## src/hw/cmpr_pkg.sv

```systemverilog
package cmpr_pkg;

    // page and line geometry
    localparam int WAY_W          = 36;       // way number is addr bits 47:12
    localparam int ADDR_W         = 48;
    localparam int PAGE_SHIFT     = 12;
    localparam int PAGE_BYTES     = 4096;
    localparam int LINE_W         = 512;
    localparam int LINE_BYTES     = 64;
    localparam int LINES_PER_PAGE = 64;
    localparam int LINE_IDX_W     = $clog2(LINES_PER_PAGE);
    localparam int WORD_W         = 64;       // zero elimination granule
    localparam int WORDS_PER_LINE = LINE_W / WORD_W;

    // zspage layout, metadata sits ahead of slot 0
    localparam int ZS_OFFSET   = 64;
    localparam int NUM_CLASSES = 3;
    localparam int CLASS_W     = $clog2(NUM_CLASSES + 1);  // top code means uncompressed
    localparam int CLASS_SLOT_BYTES [NUM_CLASSES] = '{512, 1024, 2048};
    localparam int CLASS_SLOTS [NUM_CLASSES] = '{
        (PAGE_BYTES - ZS_OFFSET) / CLASS_SLOT_BYTES[0],   // 7
        (PAGE_BYTES - ZS_OFFSET) / CLASS_SLOT_BYTES[1],   // 3
        (PAGE_BYTES - ZS_OFFSET) / CLASS_SLOT_BYTES[2]    // 1
    };

    // compressed size, worst case 64 * 65 bytes
    localparam int SIZE_W     = 13;
    localparam int CMPR_LIMIT = 2048;

    // credit pools
    localparam int MEM_CREDITS = 8;
    localparam int MEM_CRD_W   = $clog2(MEM_CREDITS + 1);
    localparam int WR_CREDITS  = 2;
    localparam int WR_CRD_W    = $clog2(WR_CREDITS + 1);

    // completion status
    localparam int STS_W = 2;
    localparam logic [STS_W-1:0] STS_UNCOMP   = 2'd0;  // page kept as is
    localparam logic [STS_W-1:0] STS_NEW_ZSPG = 2'd1;  // victim way became a zspage
    localparam logic [STS_W-1:0] STS_PACKED   = 2'd2;  // packed, victim way freed

endpackage

```

## src/hw/page_reader.sv

```systemverilog
module page_reader
    import cmpr_pkg::*;
(
    input  logic              clk_i,
    input  logic              rst_ni,
    input  logic              rd_start,
    input  logic [WAY_W-1:0]  rd_way,
    output logic              mem_req_valid,
    output logic [ADDR_W-1:0] mem_req_addr,
    input  logic              mem_credit_ret,
    input  logic              mem_rsp_valid,
    input  logic [LINE_W-1:0] mem_rsp_data,
    output logic              line_valid,
    output logic [LINE_W-1:0] line_data,
    output logic              rd_done
);

    logic [WAY_W-1:0]      way_q;
    logic [LINE_IDX_W:0]   req_idx_q;   // msb set once all lines are issued
    logic [LINE_IDX_W-1:0] rsp_idx_q;
    logic [MEM_CRD_W-1:0]  credits_q;

    // one request per cycle while lines remain and a credit is held
    assign mem_req_valid = !req_idx_q[LINE_IDX_W] && (credits_q != '0);
    assign mem_req_addr  = (ADDR_W'(way_q) << PAGE_SHIFT)
                         + ADDR_W'(req_idx_q[LINE_IDX_W-1:0]) * LINE_BYTES;

    always_ff @(posedge clk_i or negedge rst_ni) begin
        if (!rst_ni) begin
            req_idx_q  <= (LINE_IDX_W + 1)'(LINES_PER_PAGE);  // idle, nothing to issue
            rsp_idx_q  <= '0;
            credits_q  <= MEM_CRD_W'(MEM_CREDITS);
            line_valid <= 1'b0;
            rd_done    <= 1'b0;
        end else begin
            if (rd_start) begin
                req_idx_q <= '0;
                rsp_idx_q <= '0;
            end else begin
                if (mem_req_valid) begin
                    req_idx_q <= req_idx_q + 1'b1;
                end
                if (mem_rsp_valid) begin
                    rsp_idx_q <= rsp_idx_q + 1'b1;  // responses come back in order
                end
            end
            credits_q  <= credits_q - MEM_CRD_W'(mem_req_valid)
                        + MEM_CRD_W'(mem_credit_ret);
            line_valid <= mem_rsp_valid;
            rd_done    <= mem_rsp_valid && (rsp_idx_q == '1);  // tags the last line
        end
    end

    always_ff @(posedge clk_i) begin
        if (rd_start) begin
            way_q <= rd_way;
        end
        if (mem_rsp_valid) begin
            line_data <= mem_rsp_data;
        end
    end

    // returns must pair with earlier requests
    a_mem_credits: assert property (@(posedge clk_i) disable iff (!rst_ni)
        credits_q <= MEM_CRD_W'(MEM_CREDITS));

endmodule

```

## src/hw/line_compressor.sv

```systemverilog
module line_compressor
    import cmpr_pkg::*;
(
    input  logic               clk_i,
    input  logic               rst_ni,
    input  logic               line_valid,
    input  logic [LINE_W-1:0]  line_data,
    input  logic               rd_done,
    output logic               cmp_valid,
    output logic [SIZE_W-1:0]  cmp_size,
    output logic [CLASS_W-1:0] cmp_class
);

    logic [SIZE_W-1:0]  sum_q;
    logic [SIZE_W-1:0]  line_cost;
    logic [SIZE_W-1:0]  total;
    logic [CLASS_W-1:0] cls;

    // mask byte plus the surviving non-zero words
    always_comb begin
        line_cost = SIZE_W'(1);
        for (int w = 0; w < WORDS_PER_LINE; w++) begin
            if (line_data[w*WORD_W +: WORD_W] != '0) begin
                line_cost = line_cost + SIZE_W'(WORD_W / 8);
            end
        end
    end

    assign total = sum_q + line_cost;

    // smallest slot that holds the page, scanned from the largest down
    always_comb begin
        cls = CLASS_W'(NUM_CLASSES);
        for (int c = NUM_CLASSES - 1; c >= 0; c--) begin
            if (total <= SIZE_W'(CLASS_SLOT_BYTES[c])) begin
                cls = CLASS_W'(c);
            end
        end
        if (total > SIZE_W'(CMPR_LIMIT)) begin
            cls = CLASS_W'(NUM_CLASSES);   // not worth storing compressed
        end
    end

    always_ff @(posedge clk_i or negedge rst_ni) begin
        if (!rst_ni) begin
            sum_q     <= '0;
            cmp_valid <= 1'b0;
        end else begin
            cmp_valid <= line_valid && rd_done;
            if (line_valid) begin
                sum_q <= rd_done ? '0 : total;  // restart for the next page
            end
        end
    end

    // result holds until the next page ends
    always_ff @(posedge clk_i) begin
        if (line_valid && rd_done) begin
            cmp_size  <= total;
            cmp_class <= cls;
        end
    end

endmodule

```

## src/hw/size_class_bin.sv

```systemverilog
module size_class_bin
    import cmpr_pkg::*;
#(
    parameter int CLASS_IDX = 0
) (
    input  logic              clk_i,
    input  logic              rst_ni,
    input  logic              place_req,
    input  logic [WAY_W-1:0]  place_way,
    output logic [ADDR_W-1:0] slot_addr,
    output logic              new_zspg
);

    localparam int SLOTS      = CLASS_SLOTS[CLASS_IDX];
    localparam int SLOT_BYTES = CLASS_SLOT_BYTES[CLASS_IDX];
    localparam int IDX_W      = $clog2(SLOTS + 1);

    logic             open_q;      // under-construction zspage present
    logic [WAY_W-1:0] zs_way_q;
    logic [IDX_W-1:0] slot_idx_q;  // next free slot
    logic [WAY_W-1:0] base_way;
    logic [IDX_W-1:0] slot_idx;

    // with nothing open the victim itself hosts slot 0
    assign new_zspg  = !open_q;
    assign base_way  = open_q ? zs_way_q : place_way;
    assign slot_idx  = open_q ? slot_idx_q : '0;
    assign slot_addr = (ADDR_W'(base_way) << PAGE_SHIFT) + ADDR_W'(ZS_OFFSET)
                     + ADDR_W'(slot_idx) * SLOT_BYTES;

    always_ff @(posedge clk_i or negedge rst_ni) begin
        if (!rst_ni) begin
            open_q     <= 1'b0;
            slot_idx_q <= '0;
        end else if (place_req) begin
            if (slot_idx == IDX_W'(SLOTS - 1)) begin
                open_q     <= 1'b0;   // last slot used, zspage full
                slot_idx_q <= '0;
            end else begin
                open_q     <= 1'b1;
                slot_idx_q <= slot_idx + 1'b1;
            end
        end
    end

    always_ff @(posedge clk_i) begin
        if (place_req) begin
            zs_way_q <= base_way;
        end
    end

    a_slot_range: assert property (@(posedge clk_i) disable iff (!rst_ni)
        open_q |-> (slot_idx_q < IDX_W'(SLOTS)));

endmodule

```

## src/hw/zspg_writer.sv

```systemverilog
module zspg_writer
    import cmpr_pkg::*;
(
    input  logic               clk_i,
    input  logic               rst_ni,
    input  logic               wr_go,
    input  logic [CLASS_W-1:0] sel_class,
    input  logic [ADDR_W-1:0]  slot_addr_all [NUM_CLASSES],
    input  logic [SIZE_W-1:0]  cmp_size,
    input  logic [WAY_W-1:0]   place_way,
    output logic               wr_valid,
    output logic [ADDR_W-1:0]  wr_addr,
    output logic [SIZE_W-1:0]  wr_size,
    output logic [CLASS_W-1:0] wr_class,
    output logic [WAY_W-1:0]   wr_way,
    input  logic               wr_credit_ret,
    output logic               wr_accepted
);

    logic                pend_q;     // packet held, waiting for a credit
    logic [WR_CRD_W-1:0] credits_q;

    assign wr_valid    = pend_q && (credits_q != '0);
    assign wr_accepted = wr_valid;   // no ready on this path, a credit is enough

    always_ff @(posedge clk_i or negedge rst_ni) begin
        if (!rst_ni) begin
            pend_q    <= 1'b0;
            credits_q <= WR_CRD_W'(WR_CREDITS);
        end else begin
            if (wr_go) begin
                pend_q <= 1'b1;
            end else if (wr_valid) begin
                pend_q <= 1'b0;
            end
            credits_q <= credits_q - WR_CRD_W'(wr_valid) + WR_CRD_W'(wr_credit_ret);
        end
    end

    // capture the selected bin's answer before it advances
    always_ff @(posedge clk_i) begin
        if (wr_go) begin
            wr_addr  <= slot_addr_all[sel_class];
            wr_size  <= cmp_size;
            wr_class <= sel_class;
            wr_way   <= place_way;
        end
    end

    a_wr_credits: assert property (@(posedge clk_i) disable iff (!rst_ni)
        credits_q <= WR_CRD_W'(WR_CREDITS));

endmodule

```

## src/hw/cmpresn_mngr.sv

```systemverilog
module cmpresn_mngr
    import cmpr_pkg::*;
(
    input  logic                   clk_i,
    input  logic                   rst_ni,
    input  logic                   cmpresn_trigger,
    input  logic [WAY_W-1:0]       victim_way,
    output logic                   busy,
    output logic                   rd_start,
    output logic [WAY_W-1:0]       rd_way,
    input  logic                   mem_rsp_valid,
    input  logic                   mem_rsp_err,
    input  logic                   cmp_valid,
    input  logic [SIZE_W-1:0]      cmp_size,
    input  logic [CLASS_W-1:0]     cmp_class,
    output logic [NUM_CLASSES-1:0] place_req,
    output logic [WAY_W-1:0]       place_way,
    output logic [CLASS_W-1:0]     sel_class,
    input  logic [ADDR_W-1:0]      slot_addr,
    input  logic                   new_zspg,
    output logic                   wr_go,
    input  logic                   wr_accepted,
    output logic                   cmpresn_done,
    output logic [STS_W-1:0]       done_status,
    output logic [ADDR_W-1:0]      cpage_addr,
    output logic                   free_valid,
    output logic [WAY_W-1:0]       free_way,
    output logic                   bus_error
);

    typedef enum logic [2:0] {
        IDLE, READ, COMPRESS, PLACE, WRITE, DONE, BUS_ERROR
    } state_t;

    state_t                state_q, state_d;
    logic [LINE_IDX_W-1:0] rsp_cnt_q;   // wraps to 0 after the last line
    logic [WAY_W-1:0]      victim_q;
    logic [CLASS_W-1:0]    cls_q;
    logic [STS_W-1:0]      status_q;
    logic [ADDR_W-1:0]     cpage_q;

    always_comb begin
        state_d = state_q;
        case (state_q)
            IDLE: begin
                if (cmpresn_trigger) begin
                    state_d = READ;
                end
            end
            READ: begin
                if (mem_rsp_valid && mem_rsp_err) begin
                    state_d = BUS_ERROR;
                end else if (mem_rsp_valid && rsp_cnt_q == '1) begin
                    state_d = COMPRESS;
                end
            end
            COMPRESS: begin
                if (cmp_valid) begin
                    state_d = (cmp_size > SIZE_W'(CMPR_LIMIT)) ? DONE : PLACE;
                end
            end
            PLACE:     state_d = WRITE;   // bin answers and advances this cycle
            WRITE: begin
                if (wr_accepted) begin
                    state_d = DONE;
                end
            end
            DONE:      state_d = IDLE;
            BUS_ERROR: state_d = BUS_ERROR;  // only reset leaves
            default:   state_d = IDLE;
        endcase
    end

    always_ff @(posedge clk_i or negedge rst_ni) begin
        if (!rst_ni) begin
            state_q   <= IDLE;
            rsp_cnt_q <= '0;
            victim_q  <= '0;
        end else begin
            state_q <= state_d;
            if (state_q == IDLE && cmpresn_trigger) begin
                victim_q  <= victim_way;
                rsp_cnt_q <= '0;
            end else if (state_q == READ && mem_rsp_valid) begin
                rsp_cnt_q <= rsp_cnt_q + 1'b1;
            end
        end
    end

    // completion payload held for the DONE cycle
    always_ff @(posedge clk_i) begin
        if (state_q == COMPRESS && cmp_valid) begin
            cls_q    <= cmp_class;
            status_q <= STS_UNCOMP;
            cpage_q  <= ADDR_W'(victim_q) << PAGE_SHIFT;  // page stays where it is
        end
        if (state_q == PLACE) begin
            status_q <= new_zspg ? STS_NEW_ZSPG : STS_PACKED;
            cpage_q  <= slot_addr;
        end
    end

    assign busy         = (state_q != IDLE);
    assign rd_start     = (state_q == IDLE) && cmpresn_trigger;
    assign rd_way       = victim_way;
    assign place_way    = victim_q;
    assign sel_class    = cls_q;
    assign place_req    = (state_q == PLACE) ? (NUM_CLASSES'(1) << cls_q) : '0;
    assign wr_go        = (state_q == PLACE);
    assign cmpresn_done = (state_q == DONE);
    assign done_status  = status_q;
    assign cpage_addr   = cpage_q;
    assign free_valid   = cmpresn_done && (status_q == STS_PACKED);
    assign free_way     = victim_q;
    assign bus_error    = (state_q == BUS_ERROR);

    // a new page starts only once every response of the last one is back
    a_trigger_idle: assert property (@(posedge clk_i) disable iff (!rst_ni)
        rd_start |-> !mem_rsp_valid);

endmodule

```

## src/hw/cmpresn_top.sv

```systemverilog
module cmpresn_top
    import cmpr_pkg::*;
(
    input  logic               clk_i,
    input  logic               rst_ni,
    input  logic               cmpresn_trigger,
    input  logic [WAY_W-1:0]   victim_way,
    output logic               busy,
    output logic               mem_req_valid,
    output logic [ADDR_W-1:0]  mem_req_addr,
    input  logic               mem_credit_ret,
    input  logic               mem_rsp_valid,
    input  logic [LINE_W-1:0]  mem_rsp_data,
    input  logic               mem_rsp_err,
    output logic               wr_valid,
    output logic [ADDR_W-1:0]  wr_addr,
    output logic [SIZE_W-1:0]  wr_size,
    output logic [CLASS_W-1:0] wr_class,
    output logic [WAY_W-1:0]   wr_way,
    input  logic               wr_credit_ret,
    output logic               cmpresn_done,
    output logic [STS_W-1:0]   done_status,
    output logic [ADDR_W-1:0]  cpage_addr,
    output logic               free_valid,
    output logic [WAY_W-1:0]   free_way,
    output logic               bus_error
);

    logic                   rd_start, rd_done, line_valid, cmp_valid, wr_go, wr_accepted;
    logic [WAY_W-1:0]       rd_way, place_way;
    logic [LINE_W-1:0]      line_data;
    logic [SIZE_W-1:0]      cmp_size;
    logic [CLASS_W-1:0]     cmp_class, sel_class;
    logic [NUM_CLASSES-1:0] place_req, new_zspg_all;
    logic [ADDR_W-1:0]      slot_addr_all [NUM_CLASSES];

    cmpresn_mngr u_mngr (
        .clk_i, .rst_ni, .cmpresn_trigger, .victim_way, .busy, .rd_start, .rd_way,
        .mem_rsp_valid, .mem_rsp_err, .cmp_valid, .cmp_size, .cmp_class,
        .place_req, .place_way, .sel_class,
        .slot_addr (slot_addr_all[sel_class]),   // answer of the bin being placed
        .new_zspg  (new_zspg_all[sel_class]),
        .wr_go, .wr_accepted, .cmpresn_done, .done_status, .cpage_addr,
        .free_valid, .free_way, .bus_error
    );

    page_reader u_reader (
        .clk_i, .rst_ni, .rd_start, .rd_way, .mem_req_valid, .mem_req_addr,
        .mem_credit_ret, .mem_rsp_valid, .mem_rsp_data, .line_valid, .line_data, .rd_done
    );

    line_compressor u_compressor (
        .clk_i, .rst_ni, .line_valid, .line_data, .rd_done, .cmp_valid, .cmp_size, .cmp_class
    );

    // one under-construction zspage per class
    for (genvar c = 0; c < NUM_CLASSES; c++) begin : g_bin
        size_class_bin #(.CLASS_IDX(c)) u_bin (
            .clk_i, .rst_ni, .place_req (place_req[c]), .place_way,
            .slot_addr (slot_addr_all[c]), .new_zspg (new_zspg_all[c])
        );
    end

    zspg_writer u_writer (
        .clk_i, .rst_ni, .wr_go, .sel_class, .slot_addr_all, .cmp_size, .place_way,
        .wr_valid, .wr_addr, .wr_size, .wr_class, .wr_way, .wr_credit_ret, .wr_accepted
    );

endmodule

```

## config.mk

```make
export PLATFORM = sky130hd
export DESIGN_NAME = cmpresn_top
export DESIGN_NICKNAME = d
export VERILOG_FILES = /design/src/hw/cmpr_pkg.sv /design/src/hw/page_reader.sv /design/src/hw/line_compressor.sv /design/src/hw/size_class_bin.sv /design/src/hw/zspg_writer.sv /design/src/hw/cmpresn_mngr.sv /design/src/hw/cmpresn_top.sv
export SDC_FILE = /design/constraint.sdc
export NUM_CORES = 1
export LEC_CHECK = 0
export BUFFER_PORTS_ARGS = -buffer_cell sky130_fd_sc_hd__buf_2
export CAP_MARGIN = 25
export CORE_MARGIN = 8
export CORE_UTILIZATION = 27
export CTS_BUF_LIST = sky130_fd_sc_hd__clkbuf_8
export CTS_CLUSTER_DIAMETER = 30
export DETAILED_ROUTE_END_ITERATION = 16
export GPL_TIMING_DRIVEN = 0
export SKIP_LAST_GASP = 1
export SLEW_MARGIN = 0
export SYNTH_ARGS = -nofsm -noshare
export SYNTH_HDL_FRONTEND = slang
export SYNTH_SLANG_ARGS = --single-unit
export TNS_END_PERCENT = 10
```

## constraint.sdc

```tcl
create_clock -name clk_i -period 7.69 [get_ports clk_i]
set_input_delay 1.538 -clock clk_i [delete_from_list [all_inputs] [get_ports clk_i]]
set_output_delay 1.538 -clock clk_i [all_outputs]
set_load 0.01 [all_outputs]
```

==> key figures <==
Clock network
  – Maximum root-to-sink buffer count: 3
  – Worst skew pair latency: a little over 800 ps
  – Num CTS Buffers: roughly 180
  – CTS tree: built
  – Clock Sinks: between 800 and 900
  – Clock transition at the registers of the reported paths: approximately 60 ps
  – Clk root buf: clkbuf_8
  – H-tree depth: 4

Final layout
  – Share of layout cells above drive strength 1: 0.434
  – Fin cells: roughly 4500
  – Final net count: between 3000 and 4000
  – Area growth from synthesis to layout: 33.5%

Timing
  – Worst slew pin tran: ~1100 ps
  – Final setup viols: 0
  – Final Critical Period: ~7200 ps
  – Final worst slack: between 400 and 500 ps
  – Max Freq: between 100 and 150 MHz
  – Slew headroom: 0.249
  – Final Max Tran Viols: 0
  – Setup TNS: 0 ps
  – Final Skew: 35.3 ps
  – Endpoints failing hold: 0
  – Hold slack: 418 ps
  – Final Cycle Share: 0.942

Logic synthesis
  – Register area share after synthesis: 0.807
  – Syn_area_per_cell: around 18 um2
  – Mapped Area: around 31000 um2
  – Top FF cell, synth: edfxtp_1
  – Top-count cell post-synth: edfxtp_1
  – Asr flop ratio synth: 0.103
  – Post-synth EDFFs: between 700 and 800
  – Synth Instances: roughly 1800
  – Distinct cells, synth: 64
  – Top cells by count, synth: edfxtp_1, nand2_1, nor4_1
  – Yosys warns: 0
  – Dominant cell type by area after synthesis: edfxtp_1
  – Flops & latches, synth: ~860
  – Top-area cell type share of the netlist area: 0.737
  – Synth area leaders: edfxtp_1, dfrtp_1, mux2_2

Routing
  – Total wire length: about 84 mm
  – Vias/cell: ~4.2
  – Initial DRT Pass Iterations: 5
  – Initial drt markers: 929
  – Antenna-violating nets left: 0
  – Per-cell routed wire length: 18.8 um
  – Drt drc: 0
  – Total number of vias: ~19000

Place
  – Place WS: -666 ps
  – Port Buf Inserts: roughly 770
  – Final weighted congestion in routability-driven placement: between 0.7 and 0.8
  – DP Wirelength: roughly 63 mm
  – Cells after DPL: slightly above 4000

Worst setup path
  – Critical Path End Type: flop
  – Worst Path Required: about 8200 ps
  – Critical path type: flop to flop
  – Crit Path Max Fanout: 4
  – Cell mode on critical path: ha_1
  – CP peak stage delay: 460 ps
  – CP bufs+invs: 4
  – Worst Path Arrival: between 7000 and 8000 ps
  – CP delay by family, top: adder cells
  – Slowest-stage cell, CP: nand4_1
  – CP Launch Type: flop

Power
  – Power density cells: ~330 nW/um2
  – Pleak: around 16 nW
  – Worst IR Drop VDD: slightly above 0.0002 V
  – Pwr Total: roughly 14 mW

Floorplan
  – Site Rows: ~130
  – Core ar.: ~120000 um2
  – Die Ht: about 360 um
  – Ports: 794
  – Starting Density: 0.271
  – Die width: around 360 um
  – Die area: 127000 um2

Global route
  – GRT Total Usage: 0.125
  – Vias in the first global route: 20000
  – Largest net degree at the start of global routing: 135
  – Total global routing overflow: 0
  – First-pass GRT wire length: around 120 mm
  – Number of antenna violations at the first check in global routing: 20

Status
  – Status: finished, final reports clean

Job
  – Max Cap Viol: 0

Min path
  – Worst hold path class: flop to flop
-- layout by cell type, fill, tap and decap left out, types with 40 or more instances in the layout --
cell type	netlist	routed
buf_2	0	773
clkbuf_1	41	40
clkbuf_8	0	196
dfrtp_1	85	85
edfxtp_1	770	770
inv_1	43	71
mux2_2	111	111
nand2_1	171	171
nor4_1	134	130
o21ai_0	52	51
-- metal layers --
layer | share of wire | vias up | routed length [um] | global-route usage
li1 | - | 8868 | - | -
met4 | 0.024 | 8 | 1980 | 0.0432
met1 | 0.37 | 9029 | 31300 | 0.134
met2 | 0.52 | 782 | 43200 | 0.223
met3 | 0.086 | 150 | 7240 | 0.0484
met5 | 0.00061 | - | 51 | 0
-- per-stage QoR --
step                utilization  area (um2)
floorplan                     -       31500
global placement          0.322       37200
detailed placement        0.325       37600
CTS                       0.361       41700
global route              0.362       41900
finish                    0.362       41900
-- kinds of logic after synthesis --
kind of cell	synth area share
DFF	0.807
AOI/OAI and AO/OA	0.0224
adders and majority gates	0.0114
muxes	0.0523
other	0.000119
xor gates and xnor gates	0.0132
buffers and inverters	0.0177
and+or+nand+nor	0.0759
-- cell type report --
class | instances | area, um2
fillers | 11100 | 73800
flip-flops and latches | 858 | 25300
multi-input cells | 811 | 5750
repair buffers | 793 | 4210
clock buffers | 196 | 2700
well taps | 1524 | 1910
clock inverters | 136 | 1400
plain buffers | 73 | 392
inverters | 45 | 169
diodes | 14 | 35.0
-- worst register-to-register path, delay by kind of cell (launching register included) --
family          cells  cell delay (ps)
compound gates      9             1170
simple gates        9             1860
mux                 2              630
fa+ha+maj           7             2150
xor+xnor            2              330
buf+inv             4              420
flops               1              420
-- where the power goes --
group	internal, mW	switching, mW	total [mW]
clock	3.23	2.09	5.32
sequential	5.92	0.429	6.35
combinational	0.952	1.26	2.21
-- final timing paths --
| check | start | end | slack, ps | cells past startpoint |
|---|---|---|---|---|
| worst max-delay path | u_reader.line_data[12]$_DFFE_PP_ | u_compressor.cmp_class[1]$_SDFFCE_PN1P_ | 450 | 33 |
| worst min-delay path | u_compressor.cmp_class[1]$_SDFFCE_PN1P_ | u_mngr.sel_class[1]$_DFFE_PP_ | 420 | 0 |
| worst max register to register | u_reader.line_data[12]$_DFFE_PP_ | u_compressor.cmp_class[1]$_SDFFCE_PN1P_ | 450 | 33 |
| worst min register to register | u_compressor.cmp_class[1]$_SDFFCE_PN1P_ | u_mngr.sel_class[1]$_DFFE_PP_ | 420 | 0 |
| max in group asynchronous | rst_ni | u_reader.req_idx_q[6]$_DFFE_PN1P_ | 6260 | 2 |
| min in group asynchronous | rst_ni | u_mngr.free_way[9]$_DFFE_PN0P_ | 680 | 1 |
-- registers in the layout (all words and copies together) (netlist names), 36 cells and up --
register / cells
u_writer.wr_way: 36
g_bin.u_bin.zs_way_q: 72
u_reader.line_data: 512
u_reader.way_q: 36
u_writer.wr_addr: 40
u_mngr.cpage_addr: 40
u_mngr.free_way: 36
-- timing repair --
action / 4_1_cts / 5_1_grt
pin swaps: 3 / 5
buffers inserted: 1 / 3
setup endpoints to repair: 14 / 8
hold buffers: 0 / 0
hold endpoints to repair: 0 / 0
resized for setup: 6 / 20
No activity file was read; power rests on OpenSTA's default activity.
